[config.mk]
export PLATFORM = sky130hd
export DESIGN_NAME = wg_header_gen
export DESIGN_NICKNAME = d
export VERILOG_FILES = /design/src/hdl/wg_net_pkg.sv /design/src/hdl/wg_stream_pkg.sv /design/src/hdl/wg_header_gen.sv
export SDC_FILE = /design/constraint.sdc
export NUM_CORES = 1
export LEC_CHECK = 0
export BUFFER_PORTS_ARGS = -buffer_cell sky130_fd_sc_hd__buf_2
export CELL_PAD_IN_SITES_DETAIL_PLACEMENT = 2
export CELL_PAD_IN_SITES_GLOBAL_PLACEMENT = 2
export CORE_AREA = 5 5 402 404
export DETAILED_ROUTE_END_ITERATION = 10
export DIE_AREA = 0 0 407 409
export GPL_ROUTABILITY_DRIVEN = 0
export PLACE_DENSITY_LB_ADDON = 0.1
export SYNTH_ARGS = -nofsm -noshare
export SYNTH_HDL_FRONTEND = slang
export SYNTH_SLANG_ARGS = --single-unit
[constraint.sdc]
create_clock -name inp -period 2.8 [get_ports inp]
set_input_delay 0.14 -clock inp [delete_from_list [all_inputs] [get_ports inp]]
set_output_delay 0.14 -clock inp [all_outputs]
set_load 0.1 [all_outputs]
[src/hdl/wg_net_pkg.sv]
// Network field types and the peer table record
`default_nettype none

package wg_net_pkg;

   // ===================================================================
   // Address and protocol fields
   // ===================================================================
   typedef logic [47:0] mac_t;
   typedef logic [31:0] ip4_t;
   typedef logic [15:0] port_t;
   // IP or UDP length in bytes
   typedef logic [15:0] len_t;

   // ===================================================================
   // Peer state
   // ===================================================================
   typedef logic [7:0]   peer_idx_t;
   typedef logic [31:0]  peer_id_t;
   typedef logic [255:0] key_t;
   typedef logic [63:0]  counter_t;

   // One entry of the peer table
   typedef struct packed {
      mac_t     local_mac;
      ip4_t     local_ip;
      port_t    local_port;
      mac_t     remote_mac;
      ip4_t     remote_ip;
      port_t    remote_port;
      peer_id_t remote_id;
      key_t     key;
      counter_t send_cnt;    // next nonce for this peer
   } peer_rec_s;

endpackage

`default_nettype wire

[src/hdl/wg_stream_pkg.sv]
// Stream beat types, the beat struct and outer header constants
`default_nettype none

package wg_stream_pkg;

   typedef logic [127:0] data_t;
   typedef logic [15:0]  keep_t;

   // One beat of the 128-bit packet stream
   typedef struct packed {
      data_t                 data;
      keep_t                 keep;
      logic                  last;
      logic                  bypass;
      wg_net_pkg::peer_idx_t peer;
   } beat_s;

   // ===================================================================
   // Outer header
   // ===================================================================
   // Ethernet, IPv4, UDP and WireGuard transport header
   localparam int HDR_BEATS = 4;

   // IPv4 20 + UDP 8 + WireGuard 16 + tag 16
   localparam wg_net_pkg::len_t IP_OVERHEAD = 16'd60;
   // UDP 8 + WireGuard 16 + tag 16
   localparam wg_net_pkg::len_t UDP_OVERHEAD = 16'd40;

endpackage

`default_nettype wire

[src/hdl/wg_header_gen.sv]
// Peer record latch and the four outer Ethernet/IPv4/UDP/WireGuard header beats
`default_nettype none

module wg_header_gen (
   input  wire logic                  inp,
   input  wire logic                  rst,
   input  wire logic                  rec_load,
   input  wire wg_net_pkg::peer_rec_s peer_rec,
   input  wire wg_net_pkg::len_t      inner_len,
   output wg_stream_pkg::beat_s       hdr_beat,
   output logic                       hdr_valid,
   input  wire logic                  hdr_ready,
   output wg_net_pkg::key_t           cipher_key,
   output wg_net_pkg::counter_t       cipher_nonce
);
   import wg_net_pkg::*;
   import wg_stream_pkg::*;

   typedef enum logic [2:0] {
      H_IDLE,
      H_ETH,
      H_IP,
      H_UDP,
      H_WG
   } hdr_state_t;

   hdr_state_t state;
   peer_rec_s  rec_q;
   len_t       pad_len;
   len_t       ip_len_q;
   len_t       udp_len_q;
   counter_t   cnt_le;
   data_t      hdr_be;    // first wire byte in the top bits
   data_t      hdr_le;

   // Inner length rounded up to whole cipher blocks
   assign pad_len = (inner_len + len_t'(15)) & len_t'(16'hFFF0);

   always_ff @(posedge inp) begin
      if (rec_load) begin
         rec_q     <= peer_rec;
         ip_len_q  <= pad_len + IP_OVERHEAD;
         udp_len_q <= pad_len + UDP_OVERHEAD;
      end
   end

   always_ff @(posedge inp) begin
      if (rst) begin
         state <= H_IDLE;
      end else if (rec_load) begin
         state <= H_ETH;
      end else if (hdr_valid && hdr_ready) begin
         case (state)
            H_ETH:   state <= H_IP;
            H_IP:    state <= H_UDP;
            H_UDP:   state <= H_WG;
            default: state <= H_IDLE;
         endcase
      end
   end

   // ===================================================================
   // Header bytes in wire order
   // ===================================================================
   // Counter goes out little-endian, as does the receiver id
   assign cnt_le = {<<8{rec_q.send_cnt}};

   always_comb begin
      case (state)
         H_ETH: hdr_be = {rec_q.remote_mac, rec_q.local_mac, 16'h0800, 8'h45, 8'h00};
         H_IP: hdr_be = {ip_len_q, 16'h0000, 16'h0000, 8'd64, 8'd17, 16'h0000,
                         rec_q.local_ip, rec_q.remote_ip[31:16]};
         H_UDP: hdr_be = {rec_q.remote_ip[15:0], rec_q.local_port, rec_q.remote_port,
                          udp_len_q, 16'h0000, 32'h0400_0000,
                          rec_q.remote_id[7:0], rec_q.remote_id[15:8]};
         default: hdr_be = {rec_q.remote_id[23:16], rec_q.remote_id[31:24], cnt_le, 48'h0};
      endcase
   end

   // Byte 0 sits in the low lane
   assign hdr_le = {<<8{hdr_be}};

   assign hdr_beat = '{data: hdr_le, keep: '1, last: 1'b0, bypass: 1'b0, peer: '0};
   assign hdr_valid = (state != H_IDLE);

   assign cipher_key   = rec_q.key;
   assign cipher_nonce = rec_q.send_cnt;

   // Lookup of the next packet must wait for the current header
   assert property (@(posedge inp) disable iff (rst) rec_load |-> state == H_IDLE);

endmodule

`default_nettype wire

==> metrics.md <==
| Metric | Value |
|---|---|
| Share of layout cells above drive strength 1 | `43.13%` |
| Vias per cell | `3.280` |
| Final HPWL DP | `83760 µm` |
| Setup crit start kind | `register` |
| Row cnt | `146` |
| Crit end category | `primary output` |
| Global-route wire length before repair | `145400 µm` |
| Post-synth top area share | `75.86%` |
| Final nets | `3257` |
| Post-synth EDFFs | `568` |
| Worst-path fanout max | `23` |
| Post-synth top area cell | `edfxtp_1` |
| Die height | `409 µm` |
| CTS max path bufs | `3` |
| Clk_lat worst skew | `0.65 ns` |
| Drt pass-1 iters | `4` |
| Cells on Worst Hold Path | `4` |
| IO Pins | `1039` |
| Synth Flop Type | `edfxtp_1` |
| Initial antenna violation count | `31` |
| Period minus WS final | `2.615 ns` |
| Power Total | `27.80 mW` |
| Syn_area_per_cell | `16.64 µm²` |
| R2R depth | `6` |
| TritonCTS clock tree | `done` |
| Core ar. | `0.1575 mm²` |
| TritonCTS Buffers | `80` |
| Final Setup Violations | `0` |
| Fill count | `17208` |
| Fmax | `382.5 MHz` |
| Die X-Extent | `407 µm` |
| Cells after Synth | `1351` |
| Starting DRT DRC Count | `553` |
| Post-Syn Area | `0.02249 mm²` |
| Initial Utilization | `14.28%` |
| GRT Util Overall | `12.43%` |
| Final Slew Violations | `0` |
| CP required | `2.66 ns` |
| Routed WL | `108100 µm` |
| GR Overflow Total | `0` |
| Top post-synthesis cells by area | `edfxtp_1, buf_4, mux2i_1, a22o_1, o21ai_0` |
| Min-Delay Path Class | `in2reg` |
| Synthesis Warnings | `0` |
| Vias in the first global route | `18600` |
| Via count | `15890` |
| Slowest-stage cell, CP | `bufbuf_16` |
| Max-cap viol count | `0` |
| Synthesis-to-layout area growth | `67.92%` |
| CTS root buffer | `clkbuf_16` |
| Post-Route Utilization | `23.98%` |
| Seq cells post-synth | `571` |
| ANT nets after route | `0` |
| CTS H-tree depth | `3` |
| Lkg Pwr | `14.97 nW` |
| Routed length per instance | `22.31 µm` |
| IO buf count | `1012` |
| Status | `finished clean` |
| Cell Chain, Critical Path | `buf_4 > nor2b_2 > buf_6 > nor2b_4 > bufbuf_16 > a22o_1 > buf_12` |
| Max stage delay on crit path | `0.36 ns` |
| Clock tree sinks | `571` |
| Synth async-reset ratio | `0%` |
| Multi-input logic area | `0.002708 mm²` |
| Reg area | `0.01712 mm²` |
| DP Area | `0.02927 mm²` |
| Hold Vio Cnt, Final | `0` |
| Sequential fraction of the synthesis area | `76.12%` |
| Max rail drop VDD | `0.3556 mV` |
| RSZ-0062 raised after global routing | `yes` |
| Worst-Margin Slew | `0.7591 ns` |
| Yosys cell types | `41` |
| DRC | `0` |
| Final worst clock skew | `0.0006374 ns` |
| Final worst path period share | `93.38%` |
| Clock Pin Slew Worst Setup and Hold Paths | `0.05 ns` |
| CP Class | `reg2out` |
| Die ar. | `0.1665 mm²` |
| CP arrival | `2.47 ns` |
| P per Cell Area | `736.3 mW/mm²` |
| Final instance area | `0.03776 mm²` |
| Largest net degree at the start of global routing | `69` |
| Relative slew slack | `49.34%` |
## cells by family after synthesis
group                      Yosys count  share of synthesized area [%]
DFF                                571                          76.12
buffers and inverters              393                          12.45
AOI/OAI and AO/OA                  153                          4.413
and+or+nand+nor                    144                          3.155
muxes                               62                          2.766
xor gates and xnor gates            23                         0.8959
adders and majority gates            3                         0.1670
other                                2                        0.03340
## critical path: cells and delay by family, from the launching register on
family          cells  cell delay [ns]
buf+inv             4             0.88
simple gates        2             0.40
compound gates      1             0.21
flops               1             0.30
## power by group
| group | total [mW] | switching, mW | internal, mW |
|---|---|---|---|
| Combinational | 7.23 | 5.49 | 1.74 |
| Clock | 10.1 | 4.16 | 5.98 |
| Sequential | 10.4 | 0.245 | 10.2 |
| Total | 27.8 | 9.90 | 17.9 |
## metrics by stage
stage,setup WS [ns],setup TNS [ns],instances,hold slack (ns)
2_1_floorplan,0.1858,0,1375,0.2124
3_3_place_gp,0.3443,0,4113,0.3162
3_5_place_dp,0.3294,0,4113,0.3184
4_1_cts,-0.03275,-0.3178,4824,0.06773
5_1_grt,-0.01538,-0.06196,4834,0.1005
6_report,0.1854,0,4844,0.1670
## cell usage in the layout (no fill, tap or decap), types with 15 or more instances in the layout
| cell | netlist | final |
|---|---|---|
| a21oi_1 | 37 | 37 |
| a22o_1 | 46 | 46 |
| and2_1 | 15 | 15 |
| buf_12 | 0 | 100 |
| buf_2 | 19 | 895 |
| buf_4 | 346 | 49 |
| clkbuf_16 | 0 | 81 |
| clkinv_1 | 0 | 19 |
| conb_1 | 2 | 26 |
| diode_2 | 0 | 20 |
| dlygate4sd3_1 | 0 | 561 |
| edfxtp_1 | 568 | 568 |
| mux2i_1 | 61 | 60 |
| nand2_1 | 56 | 56 |
| nor2_1 | 26 | 26 |
| o21ai_1 | 0 | 56 |
| xnor2_1 | 16 | 16 |
## cells in the mapped netlist (2+ instances only)
| master | instances |
|---|---|
| edfxtp_1 | 568 |
| buf_4 | 346 |
| mux2i_1 | 61 |
| o21ai_0 | 58 |
| nand2_1 | 56 |
| a22o_1 | 46 |
| a21oi_1 | 37 |
| nor2_1 | 26 |
| buf_2 | 19 |
| clkbuf_1 | 18 |
| nor2b_1 | 16 |
| xnor2_1 | 16 |
| and2_1 | 15 |
| inv_1 | 8 |
| xor2_1 | 7 |
| a211oi_1 | 6 |
| nand2b_1 | 6 |
| nor3_1 | 6 |
| nand3_1 | 4 |
| dfxtp_1 | 3 |
| ha_1 | 3 |
| nand4_1 | 3 |
| or3_1 | 3 |
| conb_1 | 2 |
| o31ai_1 | 2 |
## routing by layer
metal  share of wire (%)  vias up  track usage, %
met5               0.018        -               0
met4                 2.6        4           4.183
met3                 8.1      142           4.232
met2                  54      635           23.68
met1                  35     7792           12.51
li1                    -     7317               -
## worst paths after layout
check                        startpoint  slack [ns]                     end
setup / recovery  state[2]$_SDFFE_PP0P_        0.19           hdr_beat[111]
hold / removal             inner_len[0]        0.17  udp_len_q[4]$_DFFE_PP_
setup reg to reg  state[1]$_SDFFE_PP0P_        0.89   state[1]$_SDFFE_PP0P_
hold reg to reg   state[2]$_SDFFE_PP0P_        0.82   state[2]$_SDFFE_PP0P_
## registers in the layout (all words and copies together) (netlist names)
| name | cells |
|---|---|
| cipher_nonce | 64 |
| udp_len_q | 12 |
| ip_len_q | 12 |
| rec_q | 224 |
| cipher_key | 256 |
| state | 3 |
## timing repair
action / 4_1_cts / 5_1_grt
pin swaps: 1 / 0
endpoints found under the setup margin: 61 / 41
hold buffers: 561 / 0
gates resized for setup: 39 / 3
setup buffers: 2 / 0
cloned: 4 / 0
hold endpoints to repair: 603 / 0
## layout make-up
cell class | instances | area share (%)
clock buffers | 93 | 5.488
flip-flops and latches | 571 | 45.34
diodes | 20 | 0.1326
well taps | 2072 | 6.866
clock inverters | 51 | 1.382
inverters | 8 | 0.07953
repair buffers | 1617 | 33.54
multi-input cells | 412 | 7.171
No activity file was read; power rests on OpenSTA's default activity.
