===== src/hdl/wg_net_pkg.sv =====
// Network field types and the peer table record
`default_nettype none

package wg_net_pkg;

   // ===================================================================
   // Address and protocol fields
   // ===================================================================
   typedef logic [47:0] mac_t;
   typedef logic [31:0] ip4_t;
   typedef logic [15:0] port_t;
   // IP or UDP length in bytes
   typedef logic [15:0] len_t;

   // ===================================================================
   // Peer state
   // ===================================================================
   typedef logic [7:0]   peer_idx_t;
   typedef logic [31:0]  peer_id_t;
   typedef logic [255:0] key_t;
   typedef logic [63:0]  counter_t;

   // One entry of the peer table
   typedef struct packed {
      mac_t     local_mac;
      ip4_t     local_ip;
      port_t    local_port;
      mac_t     remote_mac;
      ip4_t     remote_ip;
      port_t    remote_port;
      peer_id_t remote_id;
      key_t     key;
      counter_t send_cnt;    // next nonce for this peer
   } peer_rec_s;

endpackage

`default_nettype wire


===== src/hdl/wg_stream_pkg.sv =====
// Stream beat types, the beat struct and outer header constants
`default_nettype none

package wg_stream_pkg;

   typedef logic [127:0] data_t;
   typedef logic [15:0]  keep_t;

   // One beat of the 128-bit packet stream
   typedef struct packed {
      data_t                 data;
      keep_t                 keep;
      logic                  last;
      logic                  bypass;
      wg_net_pkg::peer_idx_t peer;
   } beat_s;

   // ===================================================================
   // Outer header
   // ===================================================================
   // Ethernet, IPv4, UDP and WireGuard transport header
   localparam int HDR_BEATS = 4;

   // IPv4 20 + UDP 8 + WireGuard 16 + tag 16
   localparam wg_net_pkg::len_t IP_OVERHEAD = 16'd60;
   // UDP 8 + WireGuard 16 + tag 16
   localparam wg_net_pkg::len_t UDP_OVERHEAD = 16'd40;

endpackage

`default_nettype wire


===== src/hdl/wg_payload_path.sv =====
// Input control, bypass detection, cipher feed and return, counter write-back
`default_nettype none

module wg_payload_path (
   input  wire logic                 inp,
   input  wire logic                 rst,
   input  wire wg_stream_pkg::beat_s in_beat,
   input  wire logic                 in_valid,
   output logic                      in_ready,
   output wg_net_pkg::peer_idx_t     peer_idx,
   output logic                      rec_load,
   output wg_net_pkg::len_t          inner_len,
   input  wire logic                 hdr_done,
   input  wire wg_net_pkg::counter_t send_cnt,
   output logic                      cnt_wr,
   output wg_net_pkg::counter_t      cnt_value,
   output wg_stream_pkg::beat_s      cipher_in_beat,
   output logic                      cipher_in_valid,
   input  wire logic                 cipher_in_ready,
   input  wire wg_stream_pkg::beat_s cipher_out_beat,
   input  wire logic                 cipher_out_valid,
   output logic                      cipher_out_ready,
   input  wire logic                 cipher_verified,
   output wg_stream_pkg::beat_s      pay_beat,
   output logic                      pay_valid,
   input  wire logic                 pay_ready,
   output logic                      pay_verified
);
   import wg_net_pkg::*;

   typedef enum logic [2:0] {
      IDLE,
      BYPASS,
      LOOKUP,
      HEADER,
      CIPHER
   } path_state_t;

   path_state_t state;
   logic        in_done;     // last plaintext beat already sent
   logic        in_fire;
   logic        out_fire;

   assign in_fire  = in_valid && in_ready;
   assign out_fire = cipher_out_valid && cipher_out_ready;

   // First beat waits on the input until the header is out,
   // so its inner IPv4 length is still there at rec_load
   assign inner_len      = len_t'({in_beat.data[23:16], in_beat.data[31:24]});
   assign cipher_in_beat = in_beat;

   always_ff @(posedge inp) begin
      if (rst) begin
         state    <= IDLE;
         in_done  <= 1'b0;
         rec_load <= 1'b0;
         cnt_wr   <= 1'b0;
      end else begin
         // Table answers one cycle after the lookup
         rec_load <= (state == LOOKUP);
         cnt_wr   <= 1'b0;
         case (state)
            IDLE: begin
               if (in_valid) begin
                  state <= in_beat.bypass ? BYPASS : LOOKUP;
               end
            end
            BYPASS: begin
               if (in_fire && in_beat.last) begin
                  state <= IDLE;
               end
            end
            LOOKUP: state <= HEADER;
            HEADER: begin
               if (hdr_done) begin
                  state <= CIPHER;
               end
            end
            CIPHER: begin
               if (in_fire && in_beat.last) begin
                  in_done <= 1'b1;
               end
               if (out_fire && cipher_out_beat.last) begin
                  state   <= IDLE;
                  in_done <= 1'b0;
                  cnt_wr  <= 1'b1;
               end
            end
            default: state <= IDLE;
         endcase
      end
   end

   always_ff @(posedge inp) begin
      if (state == IDLE && in_valid) begin
         peer_idx <= in_beat.peer;
      end
      if (out_fire && cipher_out_beat.last) begin
         cnt_value <= send_cnt + counter_t'(1);
      end
   end

   // ===================================================================
   // Stream steering
   // ===================================================================
   always_comb begin
      in_ready         = 1'b0;
      pay_valid        = 1'b0;
      pay_beat         = cipher_out_beat;
      pay_verified     = 1'b0;
      cipher_in_valid  = 1'b0;
      cipher_out_ready = 1'b0;
      case (state)
         BYPASS: begin
            in_ready  = pay_ready;
            pay_valid = in_valid;
            pay_beat  = in_beat;
         end
         CIPHER: begin
            cipher_in_valid  = in_valid && !in_done;
            in_ready         = cipher_in_ready && !in_done;
            pay_valid        = cipher_out_valid;
            cipher_out_ready = pay_ready;
            pay_verified     = cipher_verified;
         end
         default: begin
            in_ready = 1'b0;
         end
      endcase
   end

endmodule

`default_nettype wire


===== config.mk =====
export PLATFORM = sky130hd
export DESIGN_NAME = wg_payload_path
export DESIGN_NICKNAME = d
export VERILOG_FILES = /design/src/hdl/wg_net_pkg.sv /design/src/hdl/wg_stream_pkg.sv /design/src/hdl/wg_payload_path.sv
export SDC_FILE = /design/constraint.sdc
export NUM_CORES = 1
export LEC_CHECK = 0
export BUFFER_PORTS_ARGS = -buffer_cell sky130_fd_sc_hd__buf_4
export CELL_PAD_IN_SITES_DETAIL_PLACEMENT = 0
export CELL_PAD_IN_SITES_GLOBAL_PLACEMENT = 2
export CORE_AREA = 3 3 301 303
export CTS_BUF_LIST = sky130_fd_sc_hd__clkbuf_4
export CTS_CLUSTER_DIAMETER = 80
export DETAILED_ROUTE_END_ITERATION = 10
export DIE_AREA = 0 0 304 306
export HOLD_SLACK_MARGIN = 0.05
export PLACE_DENSITY_LB_ADDON = 0.1
export SLEW_MARGIN = 5
export SYNTH_ARGS = -nofsm -noshare
export SYNTH_HDL_FRONTEND = slang
export SYNTH_SLANG_ARGS = --single-unit

===== constraint.sdc =====
create_clock -name inp -period 4.1 [get_ports inp]
set_input_delay 0 -clock inp [delete_from_list [all_inputs] [get_ports inp]]
set_output_delay 0 -clock inp [all_outputs]
set_load 0.05 [all_outputs]

==> qor.yml, run 1 <==
timing:
  slew_headroom_pct: 22.1
  skew_ns: 0.0326
  fin_crit_ns: 3.20
  maxSlewViolCount: 0
  timing.hold.ws_ns: 0.168
  hold_violations: 0
  final-setup-viol-count: 0
  tightest_slew_ns: 1.16
  fmax_mhz: 312
  finalCritPeriodShare_pct: 78.0
  fin_setup_tns_ns: 0
  rsz0062_at_grt: "false"
global_routing:
  grt_use_met3_pct: 3.50
  track_usage_pct: 12.3
  met2_usage_pct: 24.7
  top_usage_layer: "met2"
  use_met1_pct: 12.9
  grt_start_max_net_pins: 116
  antenna_found_initial: 11
  grt-ovfl-total: 0
  grt_pass1_wl_mm: 78.5
  grt_pass1_vias: 8466
yosys:
  ys_seq_area_share_pct: 32.8
  synth_edf_count: 72
  synth_common_cells: "170 x buf_4, 154 x mux2_2, 72 x edfxtp_1, 42 x xnor2_1, 37 x nand3_1"
  yosysUniqueCellTypes: 41
  netlist_instances: 656
  postSynthAreaPerCell_um2: 10.6
  synth_fp_nets: 1037
  synthesis.area_mm2: 0.00695
  synth-seq-cells: 78
  yosysMostFrequentCell: "buf_4"
  ys.warnings.count: 0
  yosys.area.top_type_share_pct: 31.1
  ys_top_cells_by_area: "edfxtp_1 31%, mux2_2 25%, buf_4 18%"
  yosysTopAreaCell: "edfxtp_1"
  synthArstFlopShare_pct: 0
  ys.flop_type: "edfxtp_1"
setup_path:
  rrSetupSlack_ns: 1.46
  worstPathArrival_ns: 3.47
  required_ns: 4.37
  crit_type: "in2reg"
  worstPathMaxFanout: 13
  start_kind: "input pin"
  end_kind: "flop"
routing:
  drtPass1Iterations: 4
  wl_mm: 60.4
  drtIter0Drc: 265
  drc: 0
  wl_per_cell_um: 23.6
  viasPerCell: 2.99
  ant_nets: 0
  num_vias: 7665
cells_and_area:
  layout.area.seq_mm2: 0.00228
  drive_gt1_share_pct: 70.0
  fill_cells: 10000
  multi_input_area_mm2: 0.00327
  area_growth_pct: 107
  fin_nets: 1769
hold_path:
  hold_class: "in2reg"
clock_network:
  numCtsBuffers: 9
  insertion_delay_ns: 0.52
  htree_levels: 3
  cts_buffer_depth: 2
  hold_buffers: 122
  ctsResizeCount: 0
  cts_root_buf: "clkbuf_4"
  cts.sinks: 78
  cts_tree: "built"
  clk_pin_slew_ns: 0.15
  cts_setup_buffers: 0
floorplan:
  rows: 109
  fp.dieH_um: 306
  core-area_mm2: 0.0882
  io_pins: 783
  initial_core_util_pct: 7.88
  die-area_mm2: 0.0930
  die-width_um: 304
placement:
  port_buffers: 782
  gp_congestion: 0.820
  hpwl_mm: 53.7
pwr:
  power-per-cell-area_mw_per_mm2: 313
  vdd_drop_max_mv: 0.155
  p_leak_nw: 6.17
outcome:
  status: "finished, final reports clean"
job:
  maxCapViolCount: 0
## flip-flops by register name, indices dropped and copies added, names as in the netlist
signal,count
rec_load,1
peer_idx,8
state,3
cnt_value,64
cnt_wr,1
in_done,1
## power by group
group	total (mW)	internal (mW)	switching, mW
Clock	0.578	0.197	0.381
Sequential	0.905	0.888	0.0162
Combinational	3.02	1.05	1.97
Total	4.50	2.14	2.37
## kinds of logic (layout without fill, tap and decap cells)
| kind of cell | Yosys count | after routing | share of synthesized area, % |
|---|---|---|---|
| and+or+nand+nor | 152 | 152 | 13.0 |
| other | 0 | 6 | 0 |
| muxes | 154 | 154 | 25.0 |
| xor gates and xnor gates | 62 | 62 | 7.81 |
| AOI/OAI and AO/OA | 9 | 9 | 0.882 |
| adders and majority gates | 1 | 1 | 0.180 |
| DFF | 78 | 78 | 32.8 |
| buffers and inverters | 200 | 937 | 20.4 |
## area by class of cell
class,instances,share of cell area [%]
diodes,6,0.105
well taps,1165,10.1
clock buffers,10,0.523
inverters,9,0.235
clock inverters,6,0.479
flip-flops and latches,78,15.9
repair buffers,912,49.9
multi-input cells,378,22.7
## metrics by stage
step | power, mW | instances | cell area (um2) | worst slack (ns) | util [%]
3_5_place_dp | 3.91 | 2420 | 13000 | 1.44 | 14.7
3_3_place_gp | 3.92 | 2420 | 13000 | 1.44 | 14.7
6_report | 4.50 | 2564 | 14400 | 0.900 | 16.3
4_1_cts | 4.65 | 2558 | 14300 | 1.01 | 16.3
5_1_grt | 4.73 | 2560 | 14400 | 0.805 | 16.3
2_1_floorplan | 2.79 | 656 | 6950 | 1.09 | -
## path summary, 6_finish.rpt
path	start	end	cells after the start
max	send_cnt[4]	cnt_value[41]	8
min	in_valid	peer_idx[0]	3
min reg2reg	state[2]	rec_load	1
max reg2reg	state[0]	state[0]	7
## placed cells by master (no fill, tap or decap), drive strengths merged, types with 2 or more instances in the layout
| master | instances |
|---|---|
| nor2b | 2 |
| nor4b | 3 |
| buf | 790 |
| xnor2 | 42 |
| and3 | 6 |
| nand3 | 37 |
| or4 | 3 |
| inv | 11 |
| clkbuf | 10 |
| nor3b | 4 |
| nor3 | 16 |
| edfxtp | 72 |
| diode | 6 |
| nor4 | 10 |
| dfxtp | 6 |
| nor2 | 17 |
| dlygate4sd3 | 122 |
| xor2 | 20 |
| a21oi | 3 |
| and4 | 3 |
| clkinv | 2 |
| and2 | 3 |
| nand2 | 27 |
| nand4 | 19 |
| mux2 | 154 |
## per-layer routing
| metal | vias to the layer above | routed length (um) | part of all wire [%] |
|---|---|---|---|
| li1 | 3647 | - | - |
| met1 | 3671 | 21800 | 36 |
| met2 | 317 | 34200 | 57 |
| met3 | 22 | 3940 | 6.5 |
| met4 | 8 | 381 | 0.63 |
| met5 | - | 55 | 0.091 |
## critical path, stage by stage
cell and delay [ns]:
dlygate4sd3_1 0.53, buf_4 0.12, nand3_1 0.21, or4_1 0.62
nor4_4 1.03, nand4_1 0.22, xnor2_1 0.17, dlygate4sd3_1 0.56
No activity file was read; power rests on OpenSTA's default activity.
==> run 2: changes to the inputs <==
clock period = 3.24 ns   (was 4.1 ns; I/O delays follow)
==> run 2 against run 1 <==
Against the previous run:
- sequential cell count did not move
- sequential share of layout area fell by 0.12 points
- hold slack got worse by 0.016 ns
- clock power rose by 31%
==> qor.yml, run 2 (synthesized netlist as in run 1, its figures left out) <==
timing:
  hold_violations: 0
  slew_headroom_pct: 42.7
  fin_crit_ns: 2.81
  final-setup-viol-count: 0
  rsz0062_at_grt: "false"
  fmax_mhz: 356
  finalCritPeriodShare_pct: 86.7
  fin_setup_tns_ns: 0
  tightest_slew_ns: 0.852
  skew_ns: 0.0374
  maxSlewViolCount: 0
cells_and_area:
  top_register: "cnt_value"
  layout.area.seq_mm2: 0.00228
  largest_registers: "cnt_value x64, peer_idx x8, state x3"
  fin_nets: 1775
  layout_commonest_cell: "buf_4"
  largest_register_ffs: 64
  multi_input_area_mm2: 0.00327
  mostFrequentLayoutCells: "791 x buf_4, 154 x mux2_2, 123 x dlygate4sd3_1, 72 x edfxtp_1, 42 x xnor2_1"
  drive_gt1_share_pct: 70.1
  fill_cells: 10000
  area_growth_pct: 108
setup_path:
  required_ns: 3.50
  r2r_cells: 7
  cp_slowest_cell: "dlygate4sd3_1"
  worstPathMaxFanout: 9
  start_kind: "input pin"
  cp_slowest_stage_delay_ns: 0.56
  end_kind: "flop"
  worstPathArrival_ns: 3.07
  crit_chain: "dlygate4sd3_1 > buf_4 > ha_1 > nand4_1 > nor3_1 > nor4b_4 > buf_4 > nand4_1 > xnor2_1 > dlygate4sd3_1"
  crit_type: "in2reg"
job:
  maxCapViolCount: 0
routing:
  num_vias: 7671
  ant_nets: 0
  wl_mm: 60.6
  drtIter0Drc: 277
  drc: 0
  viasPerCell: 2.98
  drtPass1Iterations: 6
  wl_per_cell_um: 23.6
global_routing:
  grt_pass1_wl_mm: 77.9
  grt-ovfl-total: 0
  grt_pass1_vias: 8445
  grt_start_max_net_pins: 67
  track_usage_pct: 12.3
  antenna_found_initial: 16
clock_network:
  numCtsBuffers: 9
  clk_pin_slew_ns: 0.14
  cts_root_buf: "clkbuf_4"
  cts.sinks: 78
  insertion_delay_ns: 0.52
  cts_tree: "built"
  cts_buffer_depth: 2
  htree_levels: 3
placement:
  hpwl_mm: 54.1
  gp_congestion: 0.906
  port_buffers: 782
outcome:
  status: "finished, final reports clean"
pwr:
  intPower_mw: 2.79
  p_switching_mw: 2.97
  p_leak_nw: 6.22
  swShare_pct: 51.6
  p_clk_share_pct: 13.1
  vdd_drop_max_mv: 0.137
  pwr-share-seq_pct: 19.9
  power-per-cell-area_mw_per_mm2: 398
  power_mw: 5.76
  comb_power_share_pct: 67.0
hold_path:
  hold_class: "in2reg"
  worstHoldPathCells: 6
floorplan:
  die-width_um: 304
  fp.dieH_um: 306
  die-area_mm2: 0.0930
  core-area_mm2: 0.0882
  initial_core_util_pct: 7.88
  rows: 109
  io_pins: 783
==> run 2: changes by cell type in the layout (fill, tap and decap cells not counted), sizes merged <==
cell / previous run / this run
clkinv: 2 / 4
inv: 11 / 10
clkinvlp: 1 / 0
dlygate4sd3: 122 / 123
bufinv: 1 / 2
buf: 790 / 795
clkbuf: 10 / 9
==> run 2: power groups by stage <==
stage               combinational [mW]  clock [mW]  sequential [mW]
finish                            3.86       0.757             1.14
global route                      4.02       0.866             1.15
CTS                               3.96       0.861             1.14
detailed placement                3.82           0             1.17
global placement                  3.83           0             1.17
floorplan                         2.32           0             1.21
==> run 2: final cells by class <==
cell class,instances,share of cell area (%)
timing repair buffer,918,50.1
multi-input combinational,378,22.6
sequential,78,15.8
tap,1165,10.1
clock inverter,7,0.666
clock buffer,9,0.467
inverter,9,0.234
antenna,6,0.104
==> run 2: stage by stage <==
step	std cells	cell area, um2	hold WS (ns)	worst slack (ns)	utilization (%)
detailed placement	2425	13100	0.204	0.964	14.8
global placement	2425	13100	0.201	0.999	14.8
floorplan	656	6950	0.0691	0.228	-
CTS	2564	14500	0.0517	0.414	16.4
global route	2566	14500	0.105	0.218	16.4
finish	2570	14500	0.152	0.431	16.4
==> run 2: critical path: cells and delay by family <==
| family | cells | cell delay [ns] |
|---|---|---|
| fa+ha+maj | 1 | 0.20 |
| buf+inv | 4 | 1.46 |
| xor+xnor | 1 | 0.17 |
| simple gates | 4 | 1.25 |
==> run 2: final timing paths <==
kind / start / end / slack [ns]
hold reg to reg: state[2] / rec_load / 0.67
hold / removal: cipher_out_beat[9] / state[1] / 0.15
setup / recovery: send_cnt[0] / cnt_value[56] / 0.43
setup reg to reg: state[0] / state[0] / 0.92
==> run 2: what timing repair did <==
item	4_1_cts	5_1_grt
resized for setup	0	0
setup buffers	0	0
hold buffers	123	0
hold endpoints to repair	78	0
==> run 2: per-layer routing <==
metal	vias up	global-route usage [%]	part of all wire, %
met5	-	0	0.13
met4	12	2.75	1.5
met3	39	3.94	7.8
met2	357	24.2	56
met1	3605	12.6	35
li1	3658	-	-
